$ cat src/hw/io_map_pkg.sv
/*
 * I/O map of the subsystem.
 * Bus widths, register addresses and interrupt line numbering.
 */
package io_map_pkg;

    // Bus word and byte address widths
    localparam int IO_DATA_W = 16;
    localparam int IO_ADDR_W = 16;   // Bus carries bits 15:1

    // Board outputs and interrupt lines
    localparam int NUM_LEDS = 8;
    localparam int NUM_IRQS = 8;

    // Locally served register
    localparam logic [IO_ADDR_W-1:0] LED_ADDR = 16'hfffe;

    // Interrupt controller, pending at bit 1 low and mask at bit 1 high
    localparam logic [IO_ADDR_W-1:0] IRQ_PEND_ADDR = 16'hfff4;
    localparam logic [IO_ADDR_W-1:0] IRQ_MASK_ADDR = 16'hfff6;

    // Interval timer
    localparam logic [IO_ADDR_W-1:0] TIMER_COUNT_ADDR = 16'h0040;
    localparam logic [IO_ADDR_W-1:0] TIMER_CTRL_ADDR = 16'h0042;

    // Timer owns line 0, lines 1 to 7 come from outside
    localparam int IRQ_TIMER = 0;

endpackage

$ cat src/hw/periph_regs_pkg.sv
/*
 * Register formats of the I/O peripherals.
 * Timer control word and the union used to decode a timer write.
 */
package periph_regs_pkg;

    // Control word has two live bits at the bottom
    localparam int TIMER_RSVD_W = io_map_pkg::IO_DATA_W - 2;

    typedef struct packed {
        logic [TIMER_RSVD_W-1:0] reserved;
        logic irq_enable;   // Pulse timer_intr on wrap
        logic enable;       // Count down every clock
    } timer_ctrl_s;

    // Same bus word, seen as a count or a control word
    typedef union packed {
        logic [io_map_pkg::IO_DATA_W-1:0] reload_count;
        timer_ctrl_s ctrl;
    } timer_word_u;

endpackage

$ cat src/hw/io_bridge.sv
/*
 * I/O bus bridge.
 * Registers a master request, decodes it into one-hot chip selects,
 * serves the LED register and unmapped addresses locally, and merges
 * the responder acks and data into a registered response.
 */
module io_bridge (
    input  logic                             clk,
    input  logic                             rst,
    input  logic                             io_access,
    input  logic [io_map_pkg::IO_ADDR_W-1:1] io_addr,
    input  logic                             io_wr_en,
    input  logic [io_map_pkg::IO_DATA_W-1:0] io_wdata,
    input  logic                             timer_ack,
    input  logic [io_map_pkg::IO_DATA_W-1:0] timer_rdata,
    input  logic                             irq_ack,
    input  logic [io_map_pkg::IO_DATA_W-1:0] irq_rdata,
    output logic                             io_ack,
    output logic [io_map_pkg::IO_DATA_W-1:0] io_rdata,
    output logic                             timer_cs,
    output logic                             irq_cs,
    output logic                             sel_hi,
    output logic                             bus_wr_en,
    output logic [io_map_pkg::IO_DATA_W-1:0] bus_wdata,
    output logic [io_map_pkg::NUM_LEDS-1:0]  leds
);
    import io_map_pkg::*;

    logic                 busy;
    logic                 start;
    logic                 timer_hit;
    logic                 irq_hit;
    logic                 led_hit;
    logic                 led_cs;
    logic                 dflt_cs;
    logic                 local_ack;
    logic [IO_DATA_W-1:0] local_rdata;
    logic                 merged_ack;
    logic [IO_DATA_W-1:0] merged_rdata;

    // New request only when nothing is in flight
    assign start = io_access & ~busy;

    // Both registers of a peripheral differ only in bit 1
    always_comb begin
        timer_hit = (io_addr == TIMER_COUNT_ADDR[IO_ADDR_W-1:1]) ||
                    (io_addr == TIMER_CTRL_ADDR[IO_ADDR_W-1:1]);
        irq_hit   = (io_addr == IRQ_PEND_ADDR[IO_ADDR_W-1:1]) ||
                    (io_addr == IRQ_MASK_ADDR[IO_ADDR_W-1:1]);
        led_hit   = io_addr == LED_ADDR[IO_ADDR_W-1:1];
    end

    // Request stage, selects live for one cycle
    always_ff @(posedge clk) begin
        if (rst) begin
            timer_cs <= 1'b0;
            irq_cs   <= 1'b0;
            led_cs   <= 1'b0;
            dflt_cs  <= 1'b0;
        end else begin
            timer_cs <= start & timer_hit;
            irq_cs   <= start & irq_hit;
            led_cs   <= start & led_hit;
            dflt_cs  <= start & ~(timer_hit | irq_hit | led_hit);
        end
    end

    always_ff @(posedge clk) begin
        if (start) begin
            sel_hi    <= io_addr[1];
            bus_wr_en <= io_wr_en;
            bus_wdata <= io_wdata;
        end
    end

    // Held from decode until the merged ack is captured
    always_ff @(posedge clk) begin
        if (rst)
            busy <= 1'b0;
        else if (start)
            busy <= 1'b1;
        else if (merged_ack)
            busy <= 1'b0;
    end

    // Local responder for the LED register and unmapped space
    always_ff @(posedge clk) begin
        if (rst) begin
            leds      <= '0;
            local_ack <= 1'b0;
        end else begin
            local_ack <= led_cs | dflt_cs;
            if (led_cs && bus_wr_en)
                leds <= bus_wdata[NUM_LEDS-1:0];
        end
    end

    always_ff @(posedge clk) begin
        if (led_cs && !bus_wr_en)
            local_rdata <= {{(IO_DATA_W - NUM_LEDS){1'b0}}, leds};
        else
            local_rdata <= '0;   // Unmapped reads return zero
    end

    // Responders drive zero when idle
    assign merged_ack   = timer_ack | irq_ack | local_ack;
    assign merged_rdata = timer_rdata | irq_rdata | local_rdata;

    // Response stage
    always_ff @(posedge clk) begin
        if (rst)
            io_ack <= 1'b0;
        else
            io_ack <= merged_ack;
    end

    always_ff @(posedge clk)
        io_rdata <= merged_rdata;

endmodule

$ cat src/hw/irq_controller.sv
/*
 * Interrupt controller.
 * Latches timer and external sources into a pending register with
 * write-one-to-clear, masks them and drives a registered intr.
 */
module irq_controller (
    input  logic                             clk,
    input  logic                             rst,
    input  logic                             irq_cs,
    input  logic                             sel_hi,
    input  logic                             bus_wr_en,
    input  logic [io_map_pkg::IO_DATA_W-1:0] bus_wdata,
    input  logic                             timer_intr,
    input  logic [io_map_pkg::NUM_IRQS-2:0]  ext_irq,
    output logic                             irq_ack,
    output logic [io_map_pkg::IO_DATA_W-1:0] irq_rdata,
    output logic                             intr
);
    import io_map_pkg::*;

    logic [NUM_IRQS-1:0] sources;
    logic [NUM_IRQS-1:0] pending;
    logic [NUM_IRQS-1:0] mask;
    logic [NUM_IRQS-1:0] clr;
    logic                reg_rd;

    always_comb begin
        sources = {ext_irq, 1'b0};
        sources[IRQ_TIMER] = timer_intr;
    end

    // Write-one-to-clear on the pending address
    assign clr    = (irq_cs && bus_wr_en && !sel_hi) ? bus_wdata[NUM_IRQS-1:0] : '0;
    assign reg_rd = irq_cs & ~bus_wr_en;

    always_ff @(posedge clk) begin
        if (rst) begin
            pending <= '0;
            mask    <= '0;
            intr    <= 1'b0;
            irq_ack <= 1'b0;
        end else begin
            pending <= (pending & ~clr) | sources;   // Live source beats clear
            if (irq_cs && bus_wr_en && sel_hi)
                mask <= bus_wdata[NUM_IRQS-1:0];
            intr    <= |(pending & mask);
            irq_ack <= irq_cs;
        end
    end

    // Zero when not read so the bridge can OR it in
    always_ff @(posedge clk) begin
        if (reg_rd && sel_hi)
            irq_rdata <= {{(IO_DATA_W - NUM_IRQS){1'b0}}, mask};
        else if (reg_rd)
            irq_rdata <= {{(IO_DATA_W - NUM_IRQS){1'b0}}, pending};
        else
            irq_rdata <= '0;
    end

endmodule

$ cat src/hw/interval_timer.sv
/*
 * Interval timer.
 * Reloading down-counter with a count and a control register,
 * pulses timer_intr each time it wraps with irq_enable set.
 */
module interval_timer (
    input  logic                             clk,
    input  logic                             rst,
    input  logic                             timer_cs,
    input  logic                             sel_hi,
    input  logic                             bus_wr_en,
    input  logic [io_map_pkg::IO_DATA_W-1:0] bus_wdata,
    output logic                             timer_ack,
    output logic [io_map_pkg::IO_DATA_W-1:0] timer_rdata,
    output logic                             timer_intr
);
    import io_map_pkg::*;
    import periph_regs_pkg::*;

    timer_word_u          wr_word;
    timer_ctrl_s          ctrl;
    logic [IO_DATA_W-1:0] reload;
    logic [IO_DATA_W-1:0] count;
    logic                 wr_count;
    logic                 wr_ctrl;

    // Same bus word, decoded by which register is addressed
    assign wr_word  = bus_wdata;
    assign wr_count = timer_cs & bus_wr_en & ~sel_hi;
    assign wr_ctrl  = timer_cs & bus_wr_en & sel_hi;

    always_ff @(posedge clk) begin
        if (rst) begin
            ctrl       <= '0;
            reload     <= '0;
            count      <= '0;
            timer_intr <= 1'b0;
        end else begin
            timer_intr <= 1'b0;
            if (wr_count) begin
                reload <= wr_word.reload_count;
                count  <= wr_word.reload_count;   // Restart from the new value
            end else if (ctrl.enable) begin
                if (count == '0) begin
                    count      <= reload;
                    timer_intr <= ctrl.irq_enable;
                end else begin
                    count <= count - 1'b1;
                end
            end
            if (wr_ctrl) begin
                ctrl <= '{reserved: '0,
                          irq_enable: wr_word.ctrl.irq_enable,
                          enable: wr_word.ctrl.enable};
            end
        end
    end

    always_ff @(posedge clk) begin
        if (rst)
            timer_ack <= 1'b0;
        else
            timer_ack <= timer_cs;
    end

    // Live count or control word, zero otherwise
    always_ff @(posedge clk) begin
        if (timer_cs && !bus_wr_en)
            timer_rdata <= sel_hi ? ctrl : count;
        else
            timer_rdata <= '0;
    end

endmodule

$ cat src/hw/io_subsystem_top.sv
/*
 * I/O subsystem top level.
 * Bridge in front of the interval timer and interrupt controller.
 */
module io_subsystem_top (
    input  logic                             clk,
    input  logic                             rst,
    input  logic                             io_access,
    input  logic [io_map_pkg::IO_ADDR_W-1:1] io_addr,
    input  logic                             io_wr_en,
    input  logic [io_map_pkg::IO_DATA_W-1:0] io_wdata,
    input  logic [io_map_pkg::NUM_IRQS-2:0]  ext_irq,
    output logic                             io_ack,
    output logic [io_map_pkg::IO_DATA_W-1:0] io_rdata,
    output logic [io_map_pkg::NUM_LEDS-1:0]  leds,
    output logic                             intr
);
    import io_map_pkg::*;

    // Shared peripheral bus
    logic                 timer_cs;
    logic                 irq_cs;
    logic                 sel_hi;
    logic                 bus_wr_en;
    logic [IO_DATA_W-1:0] bus_wdata;

    // Responses, ORed in the bridge
    logic                 timer_ack;
    logic [IO_DATA_W-1:0] timer_rdata;
    logic                 irq_ack;
    logic [IO_DATA_W-1:0] irq_rdata;

    logic                 timer_intr;

    io_bridge i_io_bridge (
        .clk         (clk),
        .rst         (rst),
        .io_access   (io_access),
        .io_addr     (io_addr),
        .io_wr_en    (io_wr_en),
        .io_wdata    (io_wdata),
        .timer_ack   (timer_ack),
        .timer_rdata (timer_rdata),
        .irq_ack     (irq_ack),
        .irq_rdata   (irq_rdata),
        .io_ack      (io_ack),
        .io_rdata    (io_rdata),
        .timer_cs    (timer_cs),
        .irq_cs      (irq_cs),
        .sel_hi      (sel_hi),
        .bus_wr_en   (bus_wr_en),
        .bus_wdata   (bus_wdata),
        .leds        (leds)
    );

    interval_timer i_interval_timer (
        .clk         (clk),
        .rst         (rst),
        .timer_cs    (timer_cs),
        .sel_hi      (sel_hi),
        .bus_wr_en   (bus_wr_en),
        .bus_wdata   (bus_wdata),
        .timer_ack   (timer_ack),
        .timer_rdata (timer_rdata),
        .timer_intr  (timer_intr)
    );

    irq_controller i_irq_controller (
        .clk        (clk),
        .rst        (rst),
        .irq_cs     (irq_cs),
        .sel_hi     (sel_hi),
        .bus_wr_en  (bus_wr_en),
        .bus_wdata  (bus_wdata),
        .timer_intr (timer_intr),
        .ext_irq    (ext_irq),
        .irq_ack    (irq_ack),
        .irq_rdata  (irq_rdata),
        .intr       (intr)
    );

endmodule

$ cat config.mk
export PLATFORM = sky130hd
export DESIGN_NAME = io_subsystem_top
export DESIGN_NICKNAME = d
export VERILOG_FILES = /design/src/hw/io_map_pkg.sv /design/src/hw/periph_regs_pkg.sv /design/src/hw/io_bridge.sv /design/src/hw/irq_controller.sv /design/src/hw/interval_timer.sv /design/src/hw/io_subsystem_top.sv
export SDC_FILE = /design/constraint.sdc
export NUM_CORES = 1
export LEC_CHECK = 0
export BUFFER_PORTS_ARGS = -buffer_cell sky130_fd_sc_hd__buf_4
export CAP_MARGIN = 20
export CORE_ASPECT_RATIO = 0.5
export CORE_MARGIN = 10
export CORE_UTILIZATION = 57
export DETAILED_ROUTE_END_ITERATION = 16
export PLACE_DENSITY = 0.79
export SKIP_LAST_GASP = 1
export SLEW_MARGIN = 10
export SYNTH_ARGS = -nofsm -noshare
export SYNTH_HDL_FRONTEND = slang
export SYNTH_HIERARCHICAL = 1
export SYNTH_SLANG_ARGS = --single-unit
$ cat constraint.sdc
create_clock -name clk -period 2.4 [get_ports clk]
set_input_delay 0.48 -clock clk [delete_from_list [all_inputs] [get_ports clk]]
set_output_delay 0.48 -clock clk [all_outputs]
set_load 0.05 [all_outputs]
==> impl_metrics.py <==
metrics = {
    "route": {
        "drtIter0Drc": 350,
        "routed_wl_mm": 12.4,
        "vias": 4040,
        "viasPerCell": 5.61,
        "drc": 0,
        "drt_pre_antenna_iters": 5,
        "routedWlPerCell_um": 17.2,
        "antenna_left": 0,
    },
    "timing": {
        "worstMarginPinSlew_ps": 696,
        "setup_viol": 0,
        "relSlewSlack": 0.536,
        "rsz0062_at_grt": "false",
        "clock_skew_ps": 13.5,
        "fin_crit_sh": 0.913,
        "hold_viol": 0,
        "hold_ws_ps": 235,
        "finalCriticalPeriod_ps": 2190,
        "tns_ps": 0,
        "layout_setup_ws_ps": 210,
        "fmax_ghz": 0.457,
        "slew_violations": 0,
    },
    "pwr": {
        "total_power_mw": 5.08,
        "vdd_drop_max_mv": 0.782,
        "powerDensity_mw_per_mm2": 801,
        "p_leak_nw": 2.59,
    },
    "logic_synthesis": {
        "synthTopCellsByArea": "dfxtp_1 45%, edfxtp_1 10%, mux2i_1 4.0%, nand2_1 3.7%, a21oi_1 3.5%",
        "netlist_instances": 520,
        "syn_area_per_cell_sq_um": 10.0,
        "syn-cell-area_sq_mm": 0.00520,
        "synth-seq-cells": 135,
        "synthArstFlopShare": 0,
        "synth_cell_type_count": 62,
        "synth_top_area_frac": 0.450,
        "synth_flop_cell": "dfxtp_1",
        "yosysTopAreaCell": "dfxtp_1",
        "synth_edf_count": 18,
        "ys_seq_area_frac": 0.554,
        "ys_warn_count": 6,
    },
    "worst_setup_path": {
        "required_ps": 2660,
        "slowest_stage": "a2111oi_1",
        "startpoint_type": "flop",
        "cp-end-kind": "flop",
        "reg2reg_slack_ps": 210,
        "cp_max_fo": 19,
        "critical-path-top-delay-family": "compound AO/OA/AOI/OAI gates",
        "crit_arrival_ps": 2450,
        "crit_type": "reg2reg",
        "max_stage_delay_ps": 560,
        "path_buf_inv": 3,
        "cpMostUsedCell": "inv_1",
        "worstPathCellList": "inv_1 > ha_1 > nor3b_1 > nand4_2 > buf_4 > inv_1 > a2111oi_1 > a2111oi_2",
    },
    "run_status": {
        "status": "finished, final reports clean",
    },
    "finish": {
        "final_common_cell": "dfxtp_1",
        "layout_common_cells": "117 x dfxtp_1, 79 x buf_4, 51 x nand2_1",
        "area_growth_syn_to_layout_pct": 21.9,
        "fillers": 657,
        "seq_area_sq_mm": 0.00288,
        "drive_gt1_frac": 0.219,
        "multiInputGateArea_sq_mm": 0.00210,
        "nNetsFinal": 634,
        "insertedDiodeCount": 0,
    },
    "min_path": {
        "holdCritPathClass": "in2reg",
    },
    "global_route": {
        "grt_pass1_vias": 3992,
        "globalRouteOverflowTotal": 0,
        "antenna_found_initial": 0,
        "grt_max_degree": 66,
        "grt_pass1_wl_mm": 20.0,
        "grt_use_total": 0.186,
    },
    "cts": {
        "clkSinkCount": 135,
        "cts_root_buf": "clkbuf_16",
        "postCtsSetupRepairBufs": 0,
        "clk_pin_slew_ps": 60,
        "hold_buffers": 0,
        "clock_path_buffers": 2,
        "htree_levels": 4,
        "cts_buffers": 17,
        "worstSkewPairLatency_ps": 420,
        "cts_tree": "yes",
    },
    "floorplanning": {
        "rows": 24,
        "core_sq_mm": 0.00880,
        "die_w_um": 155,
        "ios": 68,
        "die_h_um": 87.5,
        "initial_core_util": 0.591,
        "dieArea_sq_mm": 0.0136,
    },
    "placed_design": {
        "gp_congestion": 0.898,
        "portBuffers": 67,
        "place_hpwl_mm": 8.49,
        "dp_slack_ps": 274,
    },
    "job": {
        "cap_violations": 0,
    },
}
## synthesized netlist by cell type (2+ instances only)
cell,count
inv_1,11
ha_1,2
o31ai_1,2
or2_2,8
mux2i_1,21
dfxtp_1,117
a31oi_1,7
nor2_1,47
a21oi_1,36
nor3b_1,9
a311oi_1,2
a41oi_1,2
nor4_4,3
buf_4,9
buf_6,5
a21boi_0,4
nand2_1,51
or3_1,8
edfxtp_1,18
and2_1,19
or3b_1,4
buf_2,7
a211oi_1,2
o22ai_1,5
nand2b_1,6
a22oi_1,4
o211ai_1,5
nor4_1,3
o21ai_1,6
clkbuf_1,14
nand4_1,5
nor3_1,19
nand3_1,20
o21ai_0,7
nor2b_1,5
## routing by layer
layer  part of all wire  track usage  wire [um]  up-vias
li1                   -            -          -     1959
met1               0.44        0.234       5520     1911
met2               0.46        0.289       5740      153
met3              0.079       0.0582        979       17
met4              0.014       0.0895        179        0
met5                  0            0          0        -
## layout make-up
class,instances,area share
Clock buffer,23,0.0772
Clock inverter,9,0.0146
Inverter,11,0.00651
Multi-Input combinational cell,346,0.331
Sequential cell,135,0.455
Tap cell,117,0.0231
Timing Repair Buffer,79,0.0935
## state kept, by name (all words and copies together), names as in the netlist, 2 cells and up
name                          flops
i_interval_timer/count           16
i_interval_timer/ctrl             2
i_interval_timer/reload          16
i_interval_timer/timer_rdata     16
i_io_bridge/bus_wdata            16
i_io_bridge/io_rdata             16
i_io_bridge/leds                  8
i_io_bridge/local_rdata           8
i_irq_controller/irq_rdata        8
i_irq_controller/mask             8
i_irq_controller/pending          8
## final timing paths
check | start | endpoint | cells after the start
worst max-delay path | i_interval_timer/count[0] | i_interval_timer/count[15] | 8
worst min-delay path | io_wr_en | i_io_bridge/bus_wr_en | 1
worst max register to register | i_interval_timer/count[0] | i_interval_timer/count[15] | 8
worst min register to register | i_io_bridge/local_rdata[4] | i_io_bridge/io_rdata[4] | 1
## timing repair
item                       in CTS  in global routing
gates resized for setup         0                  1
hold endpoints to repair        0                  0
setup endpoints to repair       0                  1
## kinds of logic after synthesis
group	Yosys count	synth area share
xor+xnor	1	0.00168
mux	21	0.0404
compound gates	95	0.117
flops	135	0.554
fa+ha+maj	2	0.00481
simple gates	219	0.233
other cells	1	0.000721
buf+inv	46	0.0486
## stage by stage
| stage | instances | utilization | instance area (sq um) |
|---|---|---|---|
| finish | 720 | 0.721 | 6340 |
| global route | 720 | 0.721 | 6340 |
| CTS | 720 | 0.721 | 6340 |
| detailed placement | 688 | 0.654 | 5760 |
| global placement | 688 | 0.654 | 5760 |
| floorplan | 527 | - | 5230 |
## power breakdown
part | leakage [nW] | switching (mW) | internal (mW)
clock | 0.284 | 0.976 | 1.55
sequential | 1.12 | 0.0312 | 2.33
combinational | 1.18 | 0.101 | 0.0830
total | 2.59 | 1.11 | 3.97
## worst register-to-register path: cells and delay by family (launching register included)
family	cells	cell delay (ps)
AOI/OAI and AO/OA	2	670
buffers and inverters	3	440
DFF	1	450
and+or+nand+nor	2	280
adders and majority gates	1	210
Note: power is estimated with default switching activity, not from simulation.
